File: src/hdl/systolic_pkg.sv
`default_nettype none

package systolic_pkg;

    // operand and product widths
    parameter int DATA_WIDTH = 8;
    parameter int NUM_DIGITS = (DATA_WIDTH + 2) / 3;
    parameter int PROD_WIDTH = 2 * DATA_WIDTH;

    // operand/digit register, compressor input, compressor stage, sum
    parameter int MULT_LATENCY = 4;

    typedef logic signed [DATA_WIDTH-1:0] data_t;
    typedef logic signed [PROD_WIDTH-1:0] prod_t;
    typedef logic signed [DATA_WIDTH+1:0] triple_t;
    typedef logic [NUM_DIGITS-1:0] digit_bits_t;

    // multiple of the operand picked for one partial product
    typedef enum logic [3:0] {
        ZERO,
        PLUS_ONE,
        PLUS_TWO,
        PLUS_THREE,
        PLUS_FOUR,
        MINUS_ONE,
        MINUS_TWO,
        MINUS_THREE,
        MINUS_FOUR
    } pp_sel_e;

endpackage

`default_nettype wire

File: src/hdl/booth_digit_if.sv
`timescale 1ns/10ps
`default_nettype none

// one radix-8 digit set, one bit per digit position in each field
interface booth_digit_if;
    systolic_pkg::digit_bits_t s;
    systolic_pkg::digit_bits_t t;
    systolic_pkg::digit_bits_t d;
    systolic_pkg::digit_bits_t q;
    systolic_pkg::digit_bits_t n;

    // driven by a recoder or by the element on the left
    modport src (output s, t, d, q, n);

    // read by the element on the right
    modport dst (input s, t, d, q, n);
endinterface

`default_nettype wire

File: src/hdl/booth_recoder.sv
`timescale 1ns/10ps
`default_nettype none

module booth_recoder (
    input  logic                clk,
    input  logic                rst,
    input  systolic_pkg::data_t operand,
    booth_digit_if.src          digits
);

    logic [3*systolic_pkg::NUM_DIGITS:0] ext;
    systolic_pkg::digit_bits_t hi_x;
    systolic_pkg::digit_bits_t mid_x;
    systolic_pkg::digit_bits_t lo_x;
    systolic_pkg::digit_bits_t sign;

    // sign bit repeated on top, implicit zero below the lsb
    assign ext = {operand[systolic_pkg::DATA_WIDTH-1], operand, 1'b0};

    // neighbour xors of each overlapping four-bit window
    always_comb begin
        for (int i = 0; i < systolic_pkg::NUM_DIGITS; i++) begin
            hi_x[i]  = ext[3*i+3] ^ ext[3*i+2];
            mid_x[i] = ext[3*i+2] ^ ext[3*i+1];
            lo_x[i]  = ext[3*i+1] ^ ext[3*i];
            sign[i]  = ext[3*i+3];
        end
    end

    always_ff @(posedge clk or negedge rst) begin
        if (!rst) begin
            // code of a zero digit
            digits.s <= '1;
            digits.d <= '1;
            digits.t <= '0;
            digits.q <= '0;
            digits.n <= '0;
        end else begin
            digits.s <= ~(hi_x ^ lo_x);
            digits.d <= ~(mid_x ^ lo_x);
            digits.t <= hi_x ^ lo_x;
            digits.q <= hi_x ^ mid_x ^ lo_x;
            digits.n <= sign;
        end
    end

endmodule

`default_nettype wire

File: src/hdl/wallace_adder.sv
`timescale 1ns/10ps
`default_nettype none

module wallace_adder (
    input  logic                                clk,
    input  logic                                rst,
    input  logic [systolic_pkg::PROD_WIDTH-1:0] pp0,
    input  logic [systolic_pkg::PROD_WIDTH-4:0] pp1,
    input  logic [systolic_pkg::PROD_WIDTH-7:0] pp2,
    output systolic_pkg::prod_t                 sum
);

    // partials at weights 0, 3 and 6
    logic [15:0] r0;
    logic [12:0] r1;
    logic [9:0]  r2;

    logic        ha_sum;
    logic        ha_carry;
    logic [15:7] fa_sum;
    logic [14:7] fa_carry;

    logic        ha_sum_q;
    logic        ha_carry_q;
    logic [15:7] fa_sum_q;
    logic [14:7] fa_carry_q;
    logic [5:0]  low_a_q;
    logic [3:0]  low_b_q;

    logic [15:0] row_a;
    logic [15:0] row_b;

    // column 6 holds three bits, the third one passes down as a carry-row bit
    always_comb begin
        ha_sum   = r0[6] ^ r1[3];
        ha_carry = r0[6] & r1[3];
        for (int c = 7; c < 16; c++) begin
            fa_sum[c] = r0[c] ^ r1[c-3] ^ r2[c-6];
        end
        // carry out of column 15 falls off the 16-bit result
        for (int c = 7; c < 15; c++) begin
            fa_carry[c] = (r0[c] & r1[c-3]) | (r0[c] & r2[c-6]) | (r1[c-3] & r2[c-6]);
        end
    end

    assign row_a = {fa_sum_q, ha_sum_q, low_a_q};
    assign row_b = {fa_carry_q, ha_carry_q, low_b_q, 3'b000};

    always_ff @(posedge clk or negedge rst) begin
        if (!rst) begin
            r0         <= '0;
            r1         <= '0;
            r2         <= '0;
            ha_sum_q   <= 1'b0;
            ha_carry_q <= 1'b0;
            fa_sum_q   <= '0;
            fa_carry_q <= '0;
            low_a_q    <= '0;
            low_b_q    <= '0;
            sum        <= '0;
        end else begin
            r0         <= pp0;
            r1         <= pp1;
            r2         <= pp2;
            ha_sum_q   <= ha_sum;
            ha_carry_q <= ha_carry;
            fa_sum_q   <= fa_sum;
            fa_carry_q <= fa_carry;
            // columns 0..6 skip the compressor
            low_a_q    <= r0[5:0];
            low_b_q    <= {r2[0], r1[2:0]};
            sum        <= row_a + row_b;
        end
    end

    a_sum_known: assert property (@(posedge clk) disable iff (!rst) !$isunknown(sum))
        else $error("compressor sum is unknown");

endmodule

`default_nettype wire

File: src/hdl/booth_multiplier.sv
`timescale 1ns/10ps
`default_nettype none

module booth_multiplier (
    input  logic                clk,
    input  logic                rst,
    input  systolic_pkg::data_t operand,
    booth_digit_if.dst          digits,
    output systolic_pkg::prod_t product
);

    systolic_pkg::data_t     op_q;
    systolic_pkg::triple_t   triple;
    systolic_pkg::prod_t     one_m;
    systolic_pkg::prod_t     two_m;
    systolic_pkg::prod_t     three_m;
    systolic_pkg::prod_t     four_m;
    systolic_pkg::pp_sel_e   sel [systolic_pkg::NUM_DIGITS];
    systolic_pkg::prod_t     pp [systolic_pkg::NUM_DIGITS];
    systolic_pkg::digit_bits_t code_ok;

    // lines up with the digit register of the recoder or left element
    always_ff @(posedge clk or negedge rst) begin
        if (!rst) begin
            op_q <= '0;
        end else begin
            op_q <= operand;
        end
    end

    // 3y needs a real adder, the rest are shifts
    assign triple  = systolic_pkg::triple_t'(op_q) + (systolic_pkg::triple_t'(op_q) <<< 1);
    assign one_m   = systolic_pkg::prod_t'(op_q);
    assign two_m   = one_m <<< 1;
    assign three_m = systolic_pkg::prod_t'(triple);
    assign four_m  = one_m <<< 2;

    // digit code is {s, d, t, q, n}
    always_comb begin
        for (int i = 0; i < systolic_pkg::NUM_DIGITS; i++) begin
            code_ok[i] = 1'b1;
            case ({digits.s[i], digits.d[i], digits.t[i], digits.q[i], digits.n[i]})
                5'b11000, 5'b11001: sel[i] = systolic_pkg::ZERO;
                5'b00110, 5'b01100: sel[i] = systolic_pkg::PLUS_ONE;
                5'b10010, 5'b00100: sel[i] = systolic_pkg::PLUS_TWO;
                5'b11010, 5'b10000: sel[i] = systolic_pkg::PLUS_THREE;
                5'b01110:           sel[i] = systolic_pkg::PLUS_FOUR;
                5'b00111, 5'b01101: sel[i] = systolic_pkg::MINUS_ONE;
                5'b00101, 5'b10011: sel[i] = systolic_pkg::MINUS_TWO;
                5'b10001, 5'b11011: sel[i] = systolic_pkg::MINUS_THREE;
                5'b01111:           sel[i] = systolic_pkg::MINUS_FOUR;
                default: begin
                    sel[i]     = systolic_pkg::ZERO;
                    code_ok[i] = 1'b0;
                end
            endcase
        end
    end

    always_comb begin
        for (int i = 0; i < systolic_pkg::NUM_DIGITS; i++) begin
            case (sel[i])
                systolic_pkg::PLUS_ONE:    pp[i] = one_m;
                systolic_pkg::PLUS_TWO:    pp[i] = two_m;
                systolic_pkg::PLUS_THREE:  pp[i] = three_m;
                systolic_pkg::PLUS_FOUR:   pp[i] = four_m;
                systolic_pkg::MINUS_ONE:   pp[i] = -one_m;
                systolic_pkg::MINUS_TWO:   pp[i] = -two_m;
                systolic_pkg::MINUS_THREE: pp[i] = -three_m;
                systolic_pkg::MINUS_FOUR:  pp[i] = -four_m;
                default:                   pp[i] = '0;
            endcase
        end
    end

    // higher partials are trimmed to the columns they still reach
    wallace_adder u_wallace (
        .clk (clk),
        .rst (rst),
        .pp0 (pp[0]),
        .pp1 (pp[1][systolic_pkg::PROD_WIDTH-4:0]),
        .pp2 (pp[2][systolic_pkg::PROD_WIDTH-7:0]),
        .sum (product)
    );

    // recoder output must always be one of the sixteen window codes
    a_digit_code_valid: assert property (@(posedge clk) disable iff (!rst) &code_ok)
        else $error("Booth digit set holds an undefined code");

endmodule

`default_nettype wire

File: src/hdl/mac_pe.sv
`timescale 1ns/10ps
`default_nettype none

module mac_pe (
    input  logic                clk,
    input  logic                rst,
    input  logic                clear,
    input  systolic_pkg::data_t operand_in,
    output systolic_pkg::data_t operand_out,
    booth_digit_if.dst          digits_in,
    booth_digit_if.src          digits_out,
    output systolic_pkg::prod_t acc
);

    systolic_pkg::prod_t product;

    // operand goes down, digit set goes right
    always_ff @(posedge clk or negedge rst) begin
        if (!rst) begin
            operand_out  <= '0;
            digits_out.s <= '1;
            digits_out.d <= '1;
            digits_out.t <= '0;
            digits_out.q <= '0;
            digits_out.n <= '0;
        end else begin
            operand_out  <= operand_in;
            digits_out.s <= digits_in.s;
            digits_out.d <= digits_in.d;
            digits_out.t <= digits_in.t;
            digits_out.q <= digits_in.q;
            digits_out.n <= digits_in.n;
        end
    end

    booth_multiplier u_mult (
        .clk     (clk),
        .rst     (rst),
        .operand (operand_in),
        .digits  (digits_in),
        .product (product)
    );

    // wraps modulo 2^16
    always_ff @(posedge clk or negedge rst) begin
        if (!rst) begin
            acc <= '0;
        end else if (clear) begin
            acc <= '0;
        end else begin
            acc <= acc + product;
        end
    end

endmodule

`default_nettype wire

File: src/hdl/systolic_array.sv
`timescale 1ns/10ps
`default_nettype none

module systolic_array #(
    parameter int SIZE = 3
) (
    input  logic                clk,
    input  logic                rst,
    input  logic                start,
    input  systolic_pkg::data_t a_in [SIZE],
    input  systolic_pkg::data_t b_in [SIZE],
    output systolic_pkg::prod_t c_out [SIZE][SIZE],
    output logic                done
);

    // stream steps and multiplier, then input, accumulator and output
    // registers plus one spare edge
    localparam int DONE_COUNT = (3 * SIZE - 2) + systolic_pkg::MULT_LATENCY + 4;
    localparam int CNT_W = $clog2(DONE_COUNT + 1);

    typedef enum logic [1:0] {
        ST_IDLE,
        ST_RUN,
        ST_DONE
    } state_e;

    state_e              state;
    logic [CNT_W-1:0]    count;
    systolic_pkg::data_t a_q [SIZE];
    systolic_pkg::data_t b_q [SIZE];
    systolic_pkg::data_t col_link [SIZE+1][SIZE];
    systolic_pkg::prod_t acc [SIZE][SIZE];

    always_ff @(posedge clk or negedge rst) begin
        if (!rst) begin
            for (int k = 0; k < SIZE; k++) begin
                a_q[k] <= '0;
                b_q[k] <= '0;
            end
        end else begin
            for (int k = 0; k < SIZE; k++) begin
                a_q[k] <= a_in[k];
                b_q[k] <= b_in[k];
            end
        end
    end

    // top of each column
    for (genvar j = 0; j < SIZE; j++) begin : g_col_in
        assign col_link[0][j] = b_q[j];
    end

    for (genvar i = 0; i < SIZE; i++) begin : g_row
        // link[0] comes from the recoder and link[j+1] out of element j
        booth_digit_if link [SIZE+1] ();

        booth_recoder u_rec (
            .clk     (clk),
            .rst     (rst),
            .operand (a_q[i]),
            .digits  (link[0])
        );

        for (genvar j = 0; j < SIZE; j++) begin : g_col
            mac_pe u_pe (
                .clk         (clk),
                .rst         (rst),
                .clear       (start),
                .operand_in  (col_link[i][j]),
                .operand_out (col_link[i+1][j]),
                .digits_in   (link[j]),
                .digits_out  (link[j+1]),
                .acc         (acc[i][j])
            );
        end
    end

    always_ff @(posedge clk or negedge rst) begin
        if (!rst) begin
            for (int r = 0; r < SIZE; r++) begin
                for (int c = 0; c < SIZE; c++) begin
                    c_out[r][c] <= '0;
                end
            end
        end else begin
            c_out <= acc;
        end
    end

    // completion counter restarted by every start
    always_ff @(posedge clk or negedge rst) begin
        if (!rst) begin
            state <= ST_IDLE;
            count <= '0;
        end else if (start) begin
            state <= ST_RUN;
            count <= '0;
        end else if (state == ST_RUN) begin
            count <= count + 1'b1;
            if (count == CNT_W'(DONE_COUNT - 1)) begin
                state <= ST_DONE;
            end
        end
    end

    assign done = (state == ST_DONE);

    // done rises only a fixed count of edges after the latest start
    a_done_after_start: assert property (@(posedge clk) disable iff (!rst)
        $rose(done) |-> $past(start, DONE_COUNT + 1))
        else $error("done rose at the wrong distance from start");

endmodule

`default_nettype wire

File: config.mk
export PLATFORM = sky130hd
export DESIGN_NAME = systolic_array
export DESIGN_NICKNAME = d
export VERILOG_FILES = /design/src/hdl/systolic_pkg.sv /design/src/hdl/booth_digit_if.sv /design/src/hdl/booth_recoder.sv /design/src/hdl/wallace_adder.sv /design/src/hdl/booth_multiplier.sv /design/src/hdl/mac_pe.sv /design/src/hdl/systolic_array.sv
export SDC_FILE = /design/constraint.sdc
export NUM_CORES = 2
export LEC_CHECK = 0
export BUFFER_PORTS_ARGS = -buffer_cell sky130_fd_sc_hd__buf_2
export CAP_MARGIN = 40
export CORE_ASPECT_RATIO = 0.5
export CORE_MARGIN = 8
export CORE_UTILIZATION = 65
export CTS_CLUSTER_SIZE = 8
export DETAILED_ROUTE_END_ITERATION = 8
export GPL_TIMING_DRIVEN = 0
export PLACE_DENSITY = 0.83
export SYNTH_ARGS = -nofsm -noshare
export SYNTH_HDL_FRONTEND = slang
export SYNTH_SLANG_ARGS = --single-unit
File: constraint.sdc
create_clock -name clk -period 9.4 [get_ports clk]
set_clock_uncertainty 0.1 [all_clocks]
set_input_delay 1.88 -clock clk [delete_from_list [all_inputs] [get_ports clk]]
set_output_delay 1.88 -clock clk [all_outputs]
set_load 0.1 [all_outputs]
; Word-level counts from Yosys, hierarchy flattened
; Index checks and enable logic that the tools add are counted.
[word_totals]
output_inout_bits = 145
elab_cells = 1643
regBits = 1305
input_bits = 51
[op_classes]
add_sub_neg = 64
muxes = 68
reduce_logical = 165
bitwise_logic = 579
n_eq_ne = 597
[op_table]
columns = operator, count
row1 = $pmux W16 S8, 9
row2 = $pmux W13 S8, 9
row3 = $pmux W4 S8, 27
row4 = $eq A5 B5 Y1 const B, 162
row5 = $pmux W10 S8, 9
row6 = $eq A5 B3 Y1 const B, 108
row7 = $eq A5 B4 Y1 const B, 108
row8 = $eq A4 B3 Y1 const B, 108
row9 = $reduce_or A2 Y1, 162
row10 = $add A16 B16 Y16, 18
row11 = $neg A10 Y16, 18
row12 = $and A1 B1 Y1, 225
row13 = $eq A4 B2 Y1 const B, 54
row14 = $xor A1 B1 Y1, 192
row15 = $mux W16, 9
row16 = $neg A8 Y16, 9
row17 = $neg A9 Y16, 9
row18 = $or A1 B1 Y1, 144
row19 = $eq A4 B4 Y1 const B, 28
row20 = $eq A4 B1 Y1 const B, 27
row21 = $add A8 B9 Y10, 9
row22 = $not A3 Y3, 6
row23 = $xor A2 B3 Y3, 6
row24 = $xor A3 B3 Y3, 6
row25 = other kinds (7), 11

; Longest topological paths before layout
[depth]
ltp_word = 5
depth_mapped = 13
ltp_nobuf = 11

; Hierarchy
; A second synthesis with hierarchy kept.
[hier_totals]
cells_unflattened = 6843
hier_area_um2 = 73545.5
[by_module_without_submodules]
columns = module, area_per_inst_um2, n_inst, cells_each, seq_area_each_um2
row1 = wallace_adder at g_row[0].g_col[0].u_pe.u_mult.u_wallace ..., 2860.2, 8, 162, 2102.0
row2 = booth_multiplier at g_row[1].g_col[0].u_pe.u_mult ..., 2788.9, 4, 412, 200.2
row3 = booth_multiplier at g_row[0].g_col[0].u_pe.u_mult ..., 2691.3, 4, 408, 200.2
row4 = mac_pe at g_row[0].g_col[0].u_pe ..., 1809.2, 5, 151, 983.4
row5 = mac_pe at g_row[1].g_col[2].u_pe ..., 1811.7, 4, 158, 983.4
row6 = systolic_array, 5104.9, 1, 220, 4954.8
row7 = booth_multiplier at g_row[0].g_col[2].u_pe.u_mult, 2937.8, 1, 413, 200.2
row8 = wallace_adder at g_row[2].g_col[2].u_pe.u_mult.u_wallace, 2860.2, 1, 157, 2102.0
row9 = booth_recoder, 515.5, 3, 30, 382.9

; Least setup slack after synthesis
; No wires, ideal clock.
[synth_timing]
kind = register to output
start = register state[0]
end = output done
t_required_ns = 7.420
arrival_time_ns = 1.723
path_slack_ns = 5.697
path_stages_with_launch = 2
n_path_buf = 0
cell_sequence = dfrtp_1 > nor2b_1
[synth_between]
elab_chain_cells = 1
[synth_rtl]
columns = item, line_no
row1 = from (decl), systolic_array.sv:27  ; state_e state;
row2 = from (signal assigned), systolic_array.sv:93  ; state <= ST_IDLE;
row3 = from (signal assigned), systolic_array.sv:96  ; state <= ST_RUN;
row4 = from (signal assigned), systolic_array.sv:101  ; state <= ST_DONE;
row5 = $eq A2 B2 Y1, systolic_array.sv:106  ; assign done = (state == ST_DONE);
row6 = to (decl), systolic_array.sv:13  ; output logic done
; No other way between the ends.

==> flow_summary.json <==
{
  "synthDominantCellAreaShare": 0.4583,
  "gr-max-usage-layer": "met2",
  "slew_headroom": 0.3228,
  "gp_congestion": 0.9918,
  "postSynthNetCount": 7189,
  "dp_hpwl_um": 153500,
  "grt_pass1_vias": 57990,
  "die_outline_area_um2": 116300,
  "drt.antenna.violating_nets": 0,
  "fraction_of_the_yosys_area_taken_by_sequential_cells": 0.4791,
  "area.growth.synth_to_final_pct": 12.10,
  "critical_path_required_ns": 9.94,
  "crit_arrival_ns": 5.45,
  "fillers": 6709,
  "synthesis.area_per_instance_um2": 10.28,
  "path_clk_slew_ns": 0.05,
  "vdd_ir_drop_max_mv": 0.3993,
  "use_met1": 0.4919,
  "antenna_found_initial": 17,
  "postLayoutCoreUtil": 0.7315,
  "drt-pass1-iter-count": 8,
  "cts_hold_repair.buffers": 0,
  "grt_setup_unrepaired": "false",
  "place.port_buffers": 195,
  "core_region_area_um2": 104700,
  "fmaxAchievable_ghz": 0.2033,
  "ys_types": 90,
  "initial_core_util": 0.6525,
  "grt_use_total": 0.3781,
  "timing.setup.critical_path_class": "reg2reg",
  "clk_path_buf_depth": 3,
  "layout.nets": 7594,
  "multi_input_combinational_cell_area_um2": 33600,
  "setup_crit_start_kind": "flip-flop",
  "holdCritPathClass": "reg2reg",
  "sum_neg_setup_slack_ns": 0,
  "regArea_um2": 32720,
  "met3_usage": 0.09100,
  "synthFlopType": "sky130_fd_sc_hd__dfrtp_1",
  "run_status": "completed",
  "dieHeight_um": 245.2,
  "yosysWarnings": 0,
  "post-route-worst-setup-slack_ns": 4.482,
  "drt_first_iter_violations": 7697,
  "cts.root.buffer_cell": "sky130_fd_sc_hd__clkbuf_16",
  "synth_area_um2": 68310,
  "hold_violations": 0,
  "pin_count_of_the_biggest_net_entering_global_routing": 185,
  "power.density_nw_per_um2": 298.0,
  "placedCellCount": 8281,
  "count_of_flip_flops_with_a_built_in_enable_after_synthesis": 0,
  "route.final.wire_length_um": 224900,
  "cts_setup_buffers": 0,
  "post-route-min-period_ns": 4.918,
  "crit_path_end_kind": "flip-flop",
  "synth-async-reset-ratio": 1.000,
  "ys_seq_elements": 1305,
  "die_x_um": 474.4,
  "detail_route.drc_violations": 0,
  "insertion_delay_ns": 0.78,
  "grt_first_pass_wirelength_um": 344100,
  "drv.max_cap_violation_count": 0,
  "globalRouteMet2Util": 0.6029,
  "postCtsResizedCells": 0,
  "routed_via_density": 6.779,
  "final_max_slew_viol_count": 0,
  "cts_tree": "built",
  "yosys.area.top_type": "sky130_fd_sc_hd__dfrtp_1",
  "post_synth_inst_count": 6642,
  "final_cells": 8569,
  "final_min_period_over_clock_period": 0.5232,
  "cts_sinks": 1305,
  "slew_at_the_pin_closest_to_its_max_slew_limit_ns": 1.016,
  "finalSetupViolations": 0,
  "pre_cts_slack_ns": 4.052,
  "dr_total_vias": 58090,
  "grt-ovfl-total": 0,
  "rows": 84,
  "path_max_fanout": 7,
  "wl_per_cell_um": 26.24,
  "power.static_leakage_nw": 35.13,
  "boundaryPins": 196,
  "final_layout_size_suffix_gt1_frac": 0.07602,
  "cts_inserted_buffers": 181,
  "cts_htree_levels": 4,
  "synth_area_leaders": "sky130_fd_sc_hd__dfrtp_1, sky130_fd_sc_hd__ha_1, sky130_fd_sc_hd__xnor2_1"
}
==> per-stage QoR <==
stage	power, mW	instance area, um2	hold WS [ns]
after floorplan	13.80	68310	0.2312
after global placement	15.39	71060	0.2320
after detailed placement	16.07	71460	0.2347
after CTS	22.54	76530	0.2337
after global routing	23.65	76550	0.2454
final	22.82	76570	0.2263
==> worst max-delay path: stages (launching register included) <==
cell	delay, ns
sky130_fd_sc_hd__dfrtp_1	0.51
sky130_fd_sc_hd__clkbuf_1	0.51
sky130_fd_sc_hd__clkinv_1	0.53
sky130_fd_sc_hd__ha_1	0.47
sky130_fd_sc_hd__a211oi_1	0.29
sky130_fd_sc_hd__o21ai_0	0.17
sky130_fd_sc_hd__and2_1	0.18
sky130_fd_sc_hd__clkbuf_1	0.20
sky130_fd_sc_hd__or4_4	0.56
sky130_fd_sc_hd__or3b_1	0.36
sky130_fd_sc_hd__clkbuf_1	0.27
sky130_fd_sc_hd__mux2i_1	0.19
sky130_fd_sc_hd__or3_1	0.45
==> registers in the layout, summed over array words and instances (netlist names), 24 cells and up <==
signal	flops
b_q	24
g_row.g_col.u_pe.u_mult.u_wallace.r1	117
g_row.g_col.u_pe.u_mult.u_wallace.low_b_q	36
g_row.g_col.u_pe.u_mult.u_wallace.fa_carry_q	72
a_q	24
g_row.g_col.u_pe.u_mult.u_wallace.fa_sum_q	81
g_row.g_col.u_pe.u_mult.op_q	24
c_out	144
g_row.g_col.u_pe.operand_out	48
g_row.g_col.u_pe.u_mult.u_wallace.r2	90
g_row.g_col.u_pe.acc	144
g_row.g_col.u_pe.u_mult.u_wallace.sum	144
g_row.g_col.u_pe.u_mult.u_wallace.low_a_q	54
g_row.g_col.u_pe.u_mult.u_wallace.r0	144
==> final timing paths <==
path | endpoint | cells past startpoint | slack, ns | startpoint
hold reg to reg | g_row[0].g_col[0].u_pe.u_mult.u_wallace.low_b_q[1]$_DFF_PN0_ | 0 | 0.23 | g_row[0].g_col[0].u_pe.u_mult.u_wallace.r1[1]$_DFF_PN0_
max in group asynchronous | g_row[2].g_col[1].u_pe.u_mult.u_wallace.ha_sum_q$_DFF_PN0_ | 5 | 4.99 | rst
hold / removal | g_row[0].g_col[0].u_pe.u_mult.u_wallace.low_b_q[1]$_DFF_PN0_ | 0 | 0.23 | g_row[0].g_col[0].u_pe.u_mult.u_wallace.r1[1]$_DFF_PN0_
setup / recovery | g_row[0].g_col[0].u_pe.u_mult.u_wallace.r2[9]$_DFF_PN0_ | 12 | 4.48 | g_row[0].g_col[0].u_pe.operand_out[2]$_DFF_PN0_
min in group asynchronous | g_row[0].g_col[0].u_pe.operand_out[3]$_DFF_PN0_ | 1 | 1.01 | rst
setup reg to reg | g_row[0].g_col[0].u_pe.u_mult.u_wallace.r2[9]$_DFF_PN0_ | 12 | 4.48 | g_row[0].g_col[0].u_pe.operand_out[2]$_DFF_PN0_
==> placed cells by master, fill, tap and decap left out, types with 56 or more instances in the layout <==
master | synthesis | routed
sky130_fd_sc_hd__a211oi_1 | 62 | 62
sky130_fd_sc_hd__a21o_1 | 72 | 72
sky130_fd_sc_hd__a21oi_1 | 426 | 426
sky130_fd_sc_hd__a22oi_1 | 88 | 88
sky130_fd_sc_hd__a31oi_1 | 56 | 56
sky130_fd_sc_hd__and2_1 | 60 | 60
sky130_fd_sc_hd__and3_1 | 65 | 65
sky130_fd_sc_hd__buf_2 | 5 | 203
sky130_fd_sc_hd__clkbuf_1 | 286 | 368
sky130_fd_sc_hd__clkbuf_16 | 0 | 185
sky130_fd_sc_hd__dfrtp_1 | 1251 | 1251
sky130_fd_sc_hd__fa_1 | 99 | 99
sky130_fd_sc_hd__ha_1 | 397 | 397
sky130_fd_sc_hd__inv_1 | 210 | 210
sky130_fd_sc_hd__nand2_1 | 635 | 635
sky130_fd_sc_hd__nand2b_1 | 93 | 93
sky130_fd_sc_hd__nand3_1 | 159 | 159
sky130_fd_sc_hd__nor2_1 | 425 | 425
sky130_fd_sc_hd__nor2b_1 | 132 | 132
sky130_fd_sc_hd__nor3_1 | 97 | 97
sky130_fd_sc_hd__o211ai_1 | 65 | 65
sky130_fd_sc_hd__o21ai_0 | 362 | 362
sky130_fd_sc_hd__o221ai_1 | 80 | 80
sky130_fd_sc_hd__o22ai_1 | 90 | 90
sky130_fd_sc_hd__xnor2_1 | 439 | 439
sky130_fd_sc_hd__xor2_1 | 178 | 178
==> report_power, final <==
group          internal [mW]  switching [mW]
Sequential              7.08           0.903
Clock                   3.58            2.49
Combinational           2.73            6.03
Total                   13.4            9.43
==> synthesized netlist by cell type, types with 50 or more instances <==
| master | instances |
|---|---|
| sky130_fd_sc_hd__o211ai_1 | 65 |
| sky130_fd_sc_hd__xor2_1 | 178 |
| sky130_fd_sc_hd__inv_1 | 210 |
| sky130_fd_sc_hd__a31oi_1 | 56 |
| sky130_fd_sc_hd__nand2_1 | 635 |
| sky130_fd_sc_hd__fa_1 | 99 |
| sky130_fd_sc_hd__a221oi_1 | 50 |
| sky130_fd_sc_hd__a21o_1 | 72 |
| sky130_fd_sc_hd__a22oi_1 | 88 |
| sky130_fd_sc_hd__and2_1 | 60 |
| sky130_fd_sc_hd__dfstp_2 | 54 |
| sky130_fd_sc_hd__nand2b_1 | 93 |
| sky130_fd_sc_hd__and3_1 | 65 |
| sky130_fd_sc_hd__o21ai_0 | 362 |
| sky130_fd_sc_hd__a211oi_1 | 62 |
| sky130_fd_sc_hd__nor3_1 | 97 |
| sky130_fd_sc_hd__nor2_1 | 425 |
| sky130_fd_sc_hd__nand3_1 | 159 |
| sky130_fd_sc_hd__xnor2_1 | 439 |
| sky130_fd_sc_hd__clkbuf_1 | 286 |
| sky130_fd_sc_hd__ha_1 | 397 |
| sky130_fd_sc_hd__a21oi_1 | 426 |
| sky130_fd_sc_hd__o22ai_1 | 90 |
| sky130_fd_sc_hd__nor2b_1 | 132 |
| sky130_fd_sc_hd__o221ai_1 | 80 |
| sky130_fd_sc_hd__dfrtp_1 | 1251 |
==> per-layer routing <==
layer | part of all wire | up-vias
met3 | 0.11 | 976
met2 | 0.46 | 4198
met1 | 0.38 | 28370
met5 | 0.00053 | -
met4 | 0.054 | 18
li1 | - | 24520
==> cell families (layout without fill, tap and decap cells) <==
group / after synthesis / in the layout / share of synthesized area
mux: 24 / 24 / 0.003590
compound gates: 1780 / 1780 / 0.1748
buf+inv: 525 / 1026 / 0.02916
other cells: 0 / 7 / 0
simple gates: 1894 / 1894 / 0.1324
xor+xnor: 617 / 617 / 0.07911
fa+ha+maj: 497 / 497 / 0.1019
flops: 1305 / 1305 / 0.4791
==> area by class of cell <==
cell class / count / area share
tap: 1419 / 0.02319
sequential: 1305 / 0.4274
multi-input combinational: 4812 / 0.4388
antenna: 7 / 0.0002288
timing repair buffer: 222 / 0.01811
inverter: 219 / 0.01074
clock buffer: 269 / 0.06458
clock inverter: 10 / 0.001683
buffer: 306 / 0.01533
(Power assumes the default switching activity.)
